[config.mk]
export PLATFORM = sky130hd
export DESIGN_NAME = oversampler_top
export DESIGN_NICKNAME = d
export VERILOG_FILES = /design/src/source/oversampler_pkg.sv /design/src/source/oversampler_cfg_if.sv /design/src/source/sample_capture.sv /design/src/source/phase_lane.sv /design/src/source/phase_tracker.sv /design/src/source/oversampler_regs.sv /design/src/source/oversampler_top.sv
export VERILOG_INCLUDE_DIRS = /design/src /design/src/source
export SDC_FILE = /design/constraint.sdc
export NUM_CORES = 1
export LEC_CHECK = 0
export BUFFER_PORTS_ARGS = -buffer_cell sky130_fd_sc_hd__buf_2
export CELL_PAD_IN_SITES_DETAIL_PLACEMENT = 0
export CELL_PAD_IN_SITES_GLOBAL_PLACEMENT = 1
export CORE_ASPECT_RATIO = 2
export CORE_UTILIZATION = 43
export CTS_BUF_LIST = sky130_fd_sc_hd__clkbuf_8
export CTS_CLUSTER_DIAMETER = 120
export DETAILED_ROUTE_END_ITERATION = 16
export PLACE_DENSITY_LB_ADDON = 0.3
export SETUP_SLACK_MARGIN = 0.2
export SLEW_MARGIN = 20
export SYNTH_ARGS = -nofsm -noshare
export SYNTH_HDL_FRONTEND = slang
export SYNTH_SLANG_ARGS = --single-unit
[constraint.sdc]
create_clock -name fastclock -period 2.8 [get_ports fastclock]
set_input_delay 0.14 -clock fastclock [delete_from_list [all_inputs] [get_ports fastclock]]
set_output_delay 0.14 -clock fastclock [all_outputs]
set_load 0.02 [all_outputs]
[src/source/oversampler_defines.svh]
/* oversampler shared constants
   widths, apb register map and reset defaults of the limit registers */

`ifndef OVERSAMPLER_DEFINES_SVH
`define OVERSAMPLER_DEFINES_SVH

// --------------------
// data path widths
`define OVS_SAMPLES        8     // samples per deserialized word
`define OVS_PHASES         4     // phase lanes, one per sample pair
`define OVS_COUNT_W        8     // hysteresis counter and limit width

// --------------------
// apb register map
`define OVS_APB_AW         4
`define OVS_ADDR_CTRL      4'h0  // invert, manual, manual_phase
`define OVS_ADDR_LIMIT     4'h4  // stable_limit, err_limit
`define OVS_ADDR_STATUS    4'h8  // phase_sel, phase_err (read only)

// even samples come from the complementary path
`define OVS_EVEN_MASK      8'h55

// limit reset values
`define OVS_STABLE_DEFAULT 8'd200
`define OVS_ERR_DEFAULT    8'd8

`endif

[src/source/oversampler_pkg.sv]
/* oversampler types
   sample word views, phase code and counter type */

`default_nettype none

`include "oversampler_defines.svh"

package oversampler_pkg;

  // upper half holds samples 4..7, lower half samples 0..3
  typedef struct packed {
    logic [`OVS_SAMPLES/2-1:0] upper;
    logic [`OVS_SAMPLES/2-1:0] lower;
  } sample_halves_t;

  // raw byte for the mask, halves for the lane slicing
  typedef union packed {
    logic [`OVS_SAMPLES-1:0] raw;
    sample_halves_t          half;
  } sample_word_u;

  // phase code, gray ordered around the sampling circle
  //   0 -> samples 0/4, 1 -> 1/5, 3 -> 2/6, 2 -> 3/7
  typedef logic [1:0] phase_sel_t;

  // stability and error counters, and their limits
  typedef logic [`OVS_COUNT_W-1:0] count_t;

endpackage

`default_nettype wire

[src/source/oversampler_cfg_if.sv]
/* oversampler configuration bundle
   register block settings fanned out to the bit recovery core */

`timescale 1ns/1ps
`default_nettype none

interface oversampler_cfg_if;

  logic                       invert;        // flip recovered bits
  logic                       manual;        // software owns the phase
  oversampler_pkg::phase_sel_t manual_phase; // phase code used in manual mode
  oversampler_pkg::count_t    stable_limit;  // good cycles before err count resets
  oversampler_pkg::count_t    err_limit;     // errors before a phase move

  // register block side
  modport regs (
    output invert,
    output manual,
    output manual_phase,
    output stable_limit,
    output err_limit
  );

  // tracker side
  modport core (
    input invert,
    input manual,
    input manual_phase,
    input stable_limit,
    input err_limit
  );

endinterface

`default_nettype wire

[src/source/sample_capture.sv]
/* sample capture stage
   registers the raw word and keeps an un-inverted copy one cycle later */

`timescale 1ns/1ps
`default_nettype none

`include "oversampler_defines.svh"

module sample_capture (
  input  logic                          fastclock,
  input  logic                          rst_n,
  input  logic [`OVS_SAMPLES-1:0]       sample_word,  // straight from the deserializer
  output oversampler_pkg::sample_word_u cur,          // current word, even bits still inverted
  output oversampler_pkg::sample_word_u prev          // previous word, fully corrected
);

  // --------------------
  // two stage pipe
  // cur  : cycle 1, raw
  // prev : cycle 2, even samples flipped back
  always_ff @(posedge fastclock or negedge rst_n) begin
    if (!rst_n) begin
      cur.raw  <= '0;
      prev.raw <= '0;
    end else begin
      cur.raw  <= sample_word;                  // raw view of the new word
      prev.raw <= cur.raw ^ `OVS_EVEN_MASK;     // undo complementary path
    end
  end

endmodule

`default_nettype wire

[src/source/phase_lane.sv]
/* phase lane
   neighbour agreement flag and candidate bit pair for one sampling phase */

`timescale 1ns/1ps
`default_nettype none

module phase_lane (
  input  logic       fastclock,
  input  logic       rst_n,
  input  logic       invert,     // output polarity
  input  logic [1:0] near_pair,  // adjacent samples, lower half
  input  logic [1:0] far_pair,   // adjacent samples, upper half
  input  logic [1:0] cand_pair,  // {upper, lower} corrected samples of this phase
  output logic       eq,         // a neighbour pair agrees
  output logic       rise,       // bit taken on the rising edge
  output logic       fall        // bit taken on the falling edge
);

  // eq is a cycle ahead of the pair, so the tracker can
  // register phase_err one stage before d0/d1
  always_ff @(posedge fastclock or negedge rst_n) begin
    if (!rst_n) begin
      eq   <= 1'b0;
      rise <= 1'b0;
      fall <= 1'b0;
    end else begin
      eq   <= (near_pair[0] == near_pair[1]) || (far_pair[0] == far_pair[1]);
      rise <= cand_pair[1] ^ invert;   // upper half sample
      fall <= cand_pair[0] ^ invert;   // lower half sample
    end
  end

  // --------------------
  // upstream capture must hand over known samples once out of reset
  ap_lane_known: assert property (
    @(posedge fastclock) disable iff (!rst_n)
    !$isunknown({eq, rise, fall})
  ) else $error("phase_lane: unknown eq/rise/fall");

endmodule

`default_nettype wire

[src/source/phase_tracker.sv]
/* phase tracker
   picks a sampling phase, voting with error and stability counters, and drives the bits */

`timescale 1ns/1ps
`default_nettype none

`include "oversampler_defines.svh"

module phase_tracker (
  input  logic                        fastclock,
  input  logic                        rst_n,
  oversampler_cfg_if.core             cfg,
  input  logic [`OVS_PHASES-1:0]      eq,         // per lane agreement, cycle 2
  input  logic [`OVS_PHASES-1:0]      rise,       // per lane rising bit, cycle 3
  input  logic [`OVS_PHASES-1:0]      fall,       // per lane falling bit, cycle 3
  output oversampler_pkg::phase_sel_t phase_sel,
  output logic                        phase_err,
  output logic                        d0,
  output logic                        d1
);

  logic                        err_sel;       // phase error of the current code
  logic                        rise_sel;
  logic                        fall_sel;
  oversampler_pkg::phase_sel_t phase_next;    // target of a vote
  oversampler_pkg::phase_sel_t phase_last;
  oversampler_pkg::count_t     stable_count;
  oversampler_pkg::count_t     err_count;
  logic                        link_stable;
  logic                        vote;

  // --------------------
  // lane select, code -> lane is 0->0 1->1 3->2 2->3
  always_comb begin
    case (phase_sel)
      2'd0: begin
        err_sel  = eq[0] | eq[3];
        rise_sel = rise[0];
        fall_sel = fall[0];
      end
      2'd1: begin
        err_sel  = eq[1] | eq[0];
        rise_sel = rise[1];
        fall_sel = fall[1];
      end
      2'd3: begin
        err_sel  = eq[3] | eq[2];
        rise_sel = rise[2];
        fall_sel = fall[2];
      end
      default: begin  // code 2
        err_sel  = eq[2] | eq[1];
        rise_sel = rise[3];
        fall_sel = fall[3];
      end
    endcase
  end

  // phase_err at cycle 3, d0/d1 at cycle 4
  always_ff @(posedge fastclock or negedge rst_n) begin
    if (!rst_n) begin
      phase_err <= 1'b0;
      d0        <= 1'b0;
      d1        <= 1'b0;
    end else begin
      phase_err <= err_sel;
      d0        <= rise_sel;
      d1        <= fall_sel;
    end
  end

  // --------------------
  // hysteresis
  // a long run of clean cycles forgives old errors, so a glitch
  // here and there never builds up to a move
  always_ff @(posedge fastclock or negedge rst_n) begin
    if (!rst_n) begin
      stable_count <= '0;
      err_count    <= '0;
      link_stable  <= 1'b0;
      vote         <= 1'b0;
      phase_last   <= '0;
    end else begin
      if (phase_err)
        stable_count <= '0;
      else if (stable_count < cfg.stable_limit)
        stable_count <= stable_count + 1'b1;

      link_stable <= (stable_count == cfg.stable_limit);
      phase_last  <= phase_sel;
      vote        <= (err_count == cfg.err_limit);  // enough errors, time to move

      if (link_stable || (phase_last != phase_sel))
        err_count <= '0;                            // settled, or a move is under way
      else if (err_count > cfg.err_limit)
        err_count <= cfg.err_limit;                 // limit lowered by software
      else if (phase_err && (err_count < cfg.err_limit))
        err_count <= err_count + 1'b1;
    end
  end

  // --------------------
  // move toward the lane whose neighbours agree
  always_comb begin
    phase_next = phase_sel;
    case (phase_sel)
      2'd0: begin
        if (eq[0])      phase_next = 2'd2;
        else if (eq[3]) phase_next = 2'd1;
      end
      2'd1: begin
        if (eq[1])      phase_next = 2'd0;
        else if (eq[0]) phase_next = 2'd3;
      end
      2'd3: begin
        if (eq[2])      phase_next = 2'd1;
        else if (eq[1]) phase_next = 2'd2;
      end
      default: begin
        if (eq[3])      phase_next = 2'd3;
        else if (eq[2]) phase_next = 2'd0;
      end
    endcase
  end

  always_ff @(posedge fastclock or negedge rst_n) begin
    if (!rst_n)
      phase_sel <= '0;
    else if (cfg.manual)
      phase_sel <= cfg.manual_phase;   // software choice, one cycle after the write
    else if (vote)
      phase_sel <= phase_next;
  end

  // --------------------
  // err count stays inside the limit, one cycle of slack after a limit change
  ap_err_count_limit: assert property (
    @(posedge fastclock) disable iff (!rst_n)
    (cfg.err_limit == $past(cfg.err_limit)) |-> (err_count <= cfg.err_limit)
  ) else $error("phase_tracker: err_count above err_limit");

  // the phase never drifts on its own
  ap_phase_move: assert property (
    @(posedge fastclock) disable iff (!rst_n)
    (phase_sel != $past(phase_sel)) |-> $past(vote || cfg.manual)
  ) else $error("phase_tracker: phase_sel moved without vote or manual");

endmodule

`default_nettype wire

[src/source/oversampler_regs.sv]
/* oversampler register block
   apb slave holding control and limit settings, returns phase status */

`timescale 1ns/1ps
`default_nettype none

`include "oversampler_defines.svh"

module oversampler_regs (
  input  logic                        fastclock,
  input  logic                        rst_n,
  input  logic [`OVS_APB_AW-1:0]      paddr,
  input  logic                        psel,
  input  logic                        penable,
  input  logic                        pwrite,
  input  logic [31:0]                 pwdata,
  output logic [31:0]                 prdata,
  output logic                        pready,
  output logic                        pslverr,
  oversampler_cfg_if.regs             cfg,
  input  oversampler_pkg::phase_sel_t phase_sel,   // live tracker state
  input  logic                        phase_err
);

  logic                        access;
  logic                        hit_ctrl;
  logic                        hit_limit;
  logic                        hit_status;
  logic                        ctrl_invert;
  logic                        ctrl_manual;
  oversampler_pkg::phase_sel_t ctrl_phase;
  oversampler_pkg::count_t     stable_limit_q;
  oversampler_pkg::count_t     err_limit_q;

  // --------------------
  // decode
  assign access     = psel & penable;             // apb access phase
  assign hit_ctrl   = (paddr == `OVS_ADDR_CTRL);
  assign hit_limit  = (paddr == `OVS_ADDR_LIMIT);
  assign hit_status = (paddr == `OVS_ADDR_STATUS);
  assign pready     = 1'b1;                       // zero wait states

  // unmapped offset or a write to the status word
  assign pslverr = access & (~(hit_ctrl | hit_limit | hit_status) | (pwrite & hit_status));

  // writes land on the access edge
  always_ff @(posedge fastclock or negedge rst_n) begin
    if (!rst_n) begin
      ctrl_invert    <= 1'b0;
      ctrl_manual    <= 1'b0;                     // automatic tracking
      ctrl_phase     <= '0;
      stable_limit_q <= `OVS_STABLE_DEFAULT;
      err_limit_q    <= `OVS_ERR_DEFAULT;
    end else if (access && pwrite) begin
      if (hit_ctrl) begin
        ctrl_invert <= pwdata[0];
        ctrl_manual <= pwdata[1];
        ctrl_phase  <= pwdata[3:2];
      end
      if (hit_limit) begin
        stable_limit_q <= pwdata[7:0];
        err_limit_q    <= pwdata[15:8];
      end
    end
  end

  // read mux, valid during the access phase
  always_comb begin
    prdata = '0;
    if (psel) begin
      if (hit_ctrl)
        prdata[3:0] = {ctrl_phase, ctrl_manual, ctrl_invert};
      else if (hit_limit)
        prdata[15:0] = {err_limit_q, stable_limit_q};
      else if (hit_status)
        prdata[2:0] = {phase_err, phase_sel};
    end
  end

  // --------------------
  // out to the core
  assign cfg.invert       = ctrl_invert;
  assign cfg.manual       = ctrl_manual;
  assign cfg.manual_phase = ctrl_phase;
  assign cfg.stable_limit = stable_limit_q;
  assign cfg.err_limit    = err_limit_q;

  // master side protocol
  ap_penable_psel: assert property (
    @(posedge fastclock) disable iff (!rst_n)
    penable |-> psel
  ) else $error("oversampler_regs: penable without psel");

  ap_setup_access: assert property (
    @(posedge fastclock) disable iff (!rst_n)
    (psel && !penable) |=> (psel && penable)
  ) else $error("oversampler_regs: setup phase not followed by access");

endmodule

`default_nettype wire

[src/source/oversampler_top.sv]
/* oversampler top level
   4-phase bit recovery core with apb configuration */

`timescale 1ns/1ps
`default_nettype none

`include "oversampler_defines.svh"

module oversampler_top (
  input  logic                        fastclock,   // half the data rate
  input  logic                        rst_n,
  input  logic [`OVS_SAMPLES-1:0]     sample_word, // one word per cycle, even bits inverted
  input  logic [`OVS_APB_AW-1:0]      paddr,
  input  logic                        psel,
  input  logic                        penable,
  input  logic                        pwrite,
  input  logic [31:0]                 pwdata,
  output logic [31:0]                 prdata,
  output logic                        pready,
  output logic                        pslverr,
  output logic                        d0,          // rising edge bit
  output logic                        d1,          // falling edge bit
  output logic                        phase_err,
  output oversampler_pkg::phase_sel_t phase_sel_out
);

  oversampler_pkg::sample_word_u cur;
  oversampler_pkg::sample_word_u prev;
  logic [`OVS_PHASES-1:0]        eq;
  logic [`OVS_PHASES-1:0]        rise;
  logic [`OVS_PHASES-1:0]        fall;

  oversampler_cfg_if cfg ();

  sample_capture u_capture (
    .fastclock   (fastclock),
    .rst_n       (rst_n),
    .sample_word (sample_word),
    .cur         (cur),
    .prev        (prev)
  );

  // --------------------
  // one lane per phase, lane k looks at samples k and k+4
  for (genvar k = 0; k < `OVS_PHASES; k++) begin : g_lane
    logic [1:0] near_pair;
    logic [1:0] far_pair;
    logic [1:0] cand_pair;

    if (k < `OVS_PHASES - 1) begin : g_inner
      assign near_pair = cur.half.lower[k+1:k];
      assign far_pair  = cur.half.upper[k+1:k];
    end else begin : g_wrap
      // last lane wraps, sample 7 of the old word meets sample 0 of the new one
      assign near_pair = {cur.half.upper[0], cur.half.lower[3]};
      assign far_pair  = {prev.half.upper[3], cur.half.lower[0]};
    end

    assign cand_pair = {prev.half.upper[k], prev.half.lower[k]};

    phase_lane u_lane (
      .fastclock (fastclock),
      .rst_n     (rst_n),
      .invert    (cfg.invert),
      .near_pair (near_pair),
      .far_pair  (far_pair),
      .cand_pair (cand_pair),
      .eq        (eq[k]),
      .rise      (rise[k]),
      .fall      (fall[k])
    );
  end

  phase_tracker u_tracker (
    .fastclock (fastclock),
    .rst_n     (rst_n),
    .cfg       (cfg.core),
    .eq        (eq),
    .rise      (rise),
    .fall      (fall),
    .phase_sel (phase_sel_out),
    .phase_err (phase_err),
    .d0        (d0),
    .d1        (d1)
  );

  oversampler_regs u_regs (
    .fastclock (fastclock),
    .rst_n     (rst_n),
    .paddr     (paddr),
    .psel      (psel),
    .penable   (penable),
    .pwrite    (pwrite),
    .pwdata    (pwdata),
    .prdata    (prdata),
    .pready    (pready),
    .pslverr   (pslverr),
    .cfg       (cfg.regs),
    .phase_sel (phase_sel_out),
    .phase_err (phase_err)
  );

endmodule

`default_nettype wire

==> flow_metrics.tcl <==
set metrics [dict create \
    dp_slack_ns 0.500 \
    ys_warn_count 0 \
    ant_nets 0 \
    avgSynthCellArea_sq_um 10.7 \
    first_pass_iters 4 \
    layout_commonest_cell "dfrtp_1" \
    worstMarginPinSlew_ns 0.749 \
    track_usage_pct 18.8 \
    synthToLayoutAreaGrowth_pct 17.7 \
    ys_top_cells_by_area "dfrtp_1, ha_1, mux2_2" \
    grt_pass1_wl_um 12500 \
    synth_top_area_share_pct 45.4 \
    setup_viol 0 \
    worstHoldPathType "in2reg" \
    final_util_pct 52.1 \
    fin_ws_ns 0.487 \
    power-per-cell-area_nw_per_um2 761 \
    vias 2693 \
    grt_antenna_before_repair 0 \
    syn_inst 354 \
    row_count 48 \
    post_cts_buffers 0 \
    drc 0 \
    switching_share_pct 37.6 \
    end_kind "flip-flop" \
    hold_buffers 15 \
    die-area_sq_um 9250 \
    max_freq_ghz 0.432 \
    place_hpwl_um 5500 \
    viasPerCell 5.07 \
    ioPinCount 88 \
    fill_cells 820 \
    gp_congestion 0.875 \
    cts_repair_resize_count 0 \
    crit_fanout 12 \
    syn-cell-area_sq_um 3800 \
    hold_slack_ns 0.0149 \
    synth.distinct_cells 49 \
    synth_area_leader_cell "dfrtp_1" \
    ctsLongestPathBuffers 2 \
    p_leak_nw 2.16 \
    dieWidth_um 68.5 \
    grt_remaining_overflow 0 \
    ys_ff_latch 73 \
    drv_slew 0 \
    tns_ns 0 \
    cts_root_buffer "clkbuf_8" \
    p_seq_share_pct 40.7 \
    cts_buffers 9 \
    cap_viol_max_count 0 \
    n_antenna_cell 0 \
    max_slew_margin_pct 50.1 \
    mostFrequentLayoutCells "dfrtp_1, buf_2, inv_1" \
    drt_iter0_markers 83 \
    rsz0062_at_grt "false" \
    critPathRequiredTime_ns 3.06 \
    start_util_pct 44.3 \
    critical_path_class "reg2reg" \
    clk_pin_slew_ns 0.09 \
    finalCritPeriodShare_pct 82.6 \
    period_minus_slack_ns 2.31 \
    ys_seq_area_share_pct 48.2 \
    core_sq_um 8590 \
    status "finished clean" \
    wl_um 7510 \
    finClkSkew_ns 0.0163 \
    p_switching_mw 1.28 \
    grt_pass1_vias 2779 \
    worstSkewPairLatency_ns 0.36 \
    internal_power_mw 2.13 \
    grt_max_degree 46 \
    hp-start "pwdata[3]" \
    nNetsFinal 497 \
    finalHoldViolCount 0 \
    ys.flop_type "dfrtp_1" \
    cts.sinks 73 \
    die_y_um 135 \
    power_frac_comb_pct 33.9 \
    io_buffers 54 \
    wl_per_cell_um 14.1 \
    p_clk_share_pct 25.4 \
    cts_max_level 3 \
    cts_tree "built" \
    start_kind "flip-flop" \
    reg2reg_from "u_regs.cfg.stable_limit[7]" \
    cp.arrival_ns 2.57 \
    layout-drive-gt1-share_pct 25.1 \
    startpoint "u_regs.cfg.stable_limit[7]" \
    ir_worst_vdd_mv 0.400 \
    async_flop_share_pct 100 \
    synth-edff-count 0 \
]
==> per-stage QoR <==
step / std cells / total power [mW] / area [sq um]
floorplan: 369 / 2.27 / 3860
global placement: 500 / 2.54 / 4120
detailed placement: 500 / 2.56 / 4120
CTS: 531 / 3.45 / 4470
global route: 531 / 3.66 / 4470
finish: 531 / 3.41 / 4470
==> registers in the layout (all words and copies together) (netlist names) <==
signal / cells
u_regs.cfg.manual_phase: 2
u_tracker.d0: 1
g_lane.u_lane.rise: 4
u_regs.cfg.manual: 1
u_tracker.d1: 1
u_regs.cfg.stable_limit: 8
u_capture.cur: 8
u_tracker.phase_sel: 2
u_tracker.vote: 1
u_tracker.phase_err: 1
u_tracker.stable_count: 8
u_capture.prev: 8
u_regs.cfg.err_limit: 8
g_lane.u_lane.eq: 4
u_tracker.phase_last: 2
u_regs.cfg.invert: 1
u_tracker.link_stable: 1
g_lane.u_lane.fall: 4
u_tracker.err_count: 8
==> layer usage <==
layer  up-vias  global-route usage [%]  part of all wire, %
li1       1326                       -                    -
met1      1304                    19.5                   38
met2        52                    33.7                   56
met3        11                    3.80                  2.9
met4         0                    9.61                  2.5
met5         -                       0                    0
==> path summary, 6_finish.rpt <==
check | slack (ns) | cells past startpoint | end
max | 0.49 | 6 | u_tracker.stable_count[0]
min | 0.01 | 3 | u_regs.cfg.manual_phase[1]
max reg2reg | 0.49 | 6 | u_tracker.stable_count[0]
min reg2reg | 0.40 | 0 | u_capture.prev[7]
max in group asynchronous | 1.72 | 3 | u_regs.cfg.err_limit[3]
min in group asynchronous | 0.34 | 2 | u_regs.cfg.invert
==> logic make-up after synthesis <==
kind of cell	count (synthesis)	share of synthesized area [%]
buffers and inverters	55	7.37
and+or+nand+nor	99	14.3
xor gates and xnor gates	24	5.53
other	2	0.198
DFF	73	48.2
muxes	28	8.03
AOI/OAI and AO/OA	51	9.11
adders and majority gates	22	7.24
==> worst max-delay path: stages (launching register included) <==
cell     delay, ns
dfstp_2       0.54
inv_1         0.04
ha_1          0.32
nand4_1       0.17
a21oi_1       0.63
nor2b_1       0.18
mux2_2        0.32
==> cell usage after synthesis, types with 3 or more instances <==
cell	n
nor3_1	7
xnor2_1	6
inv_1	29
mux2_2	20
nor2_1	22
xor2_1	18
o21ai_0	9
or3_1	5
dfstp_2	4
clkbuf_1	5
buf_4	17
nand2b_1	5
nor2b_1	7
nand4_1	6
a21oi_1	17
nand2_1	18
a211oi_1	7
ha_1	22
and2_1	12
dfrtp_1	69
nand3_1	3
mux2i_1	8
==> layout make-up <==
class / count / area, sq um / share of cell area (%)
Clock buffer: 9 / 124 / 2.77
Tap cell: 100 / 125 / 2.80
Timing Repair Buffer: 72 / 455 / 10.2
Inverter: 29 / 109 / 2.43
Multi-Input combinational cell: 241 / 1750 / 39.0
Sequential cell: 73 / 1830 / 40.9
Clock inverter: 7 / 82.6 / 1.85
==> power groups by stage <==
stage	clock network, mW	logic, mW	registers [mW]
floorplan	0	0.868	1.40
detailed placement	0	1.15	1.41
global route	0.941	1.31	1.41
finish	0.864	1.16	1.39
CTS	0.892	1.17	1.39
global placement	0	1.13	1.40
Power figures use the tool's default switching activity.
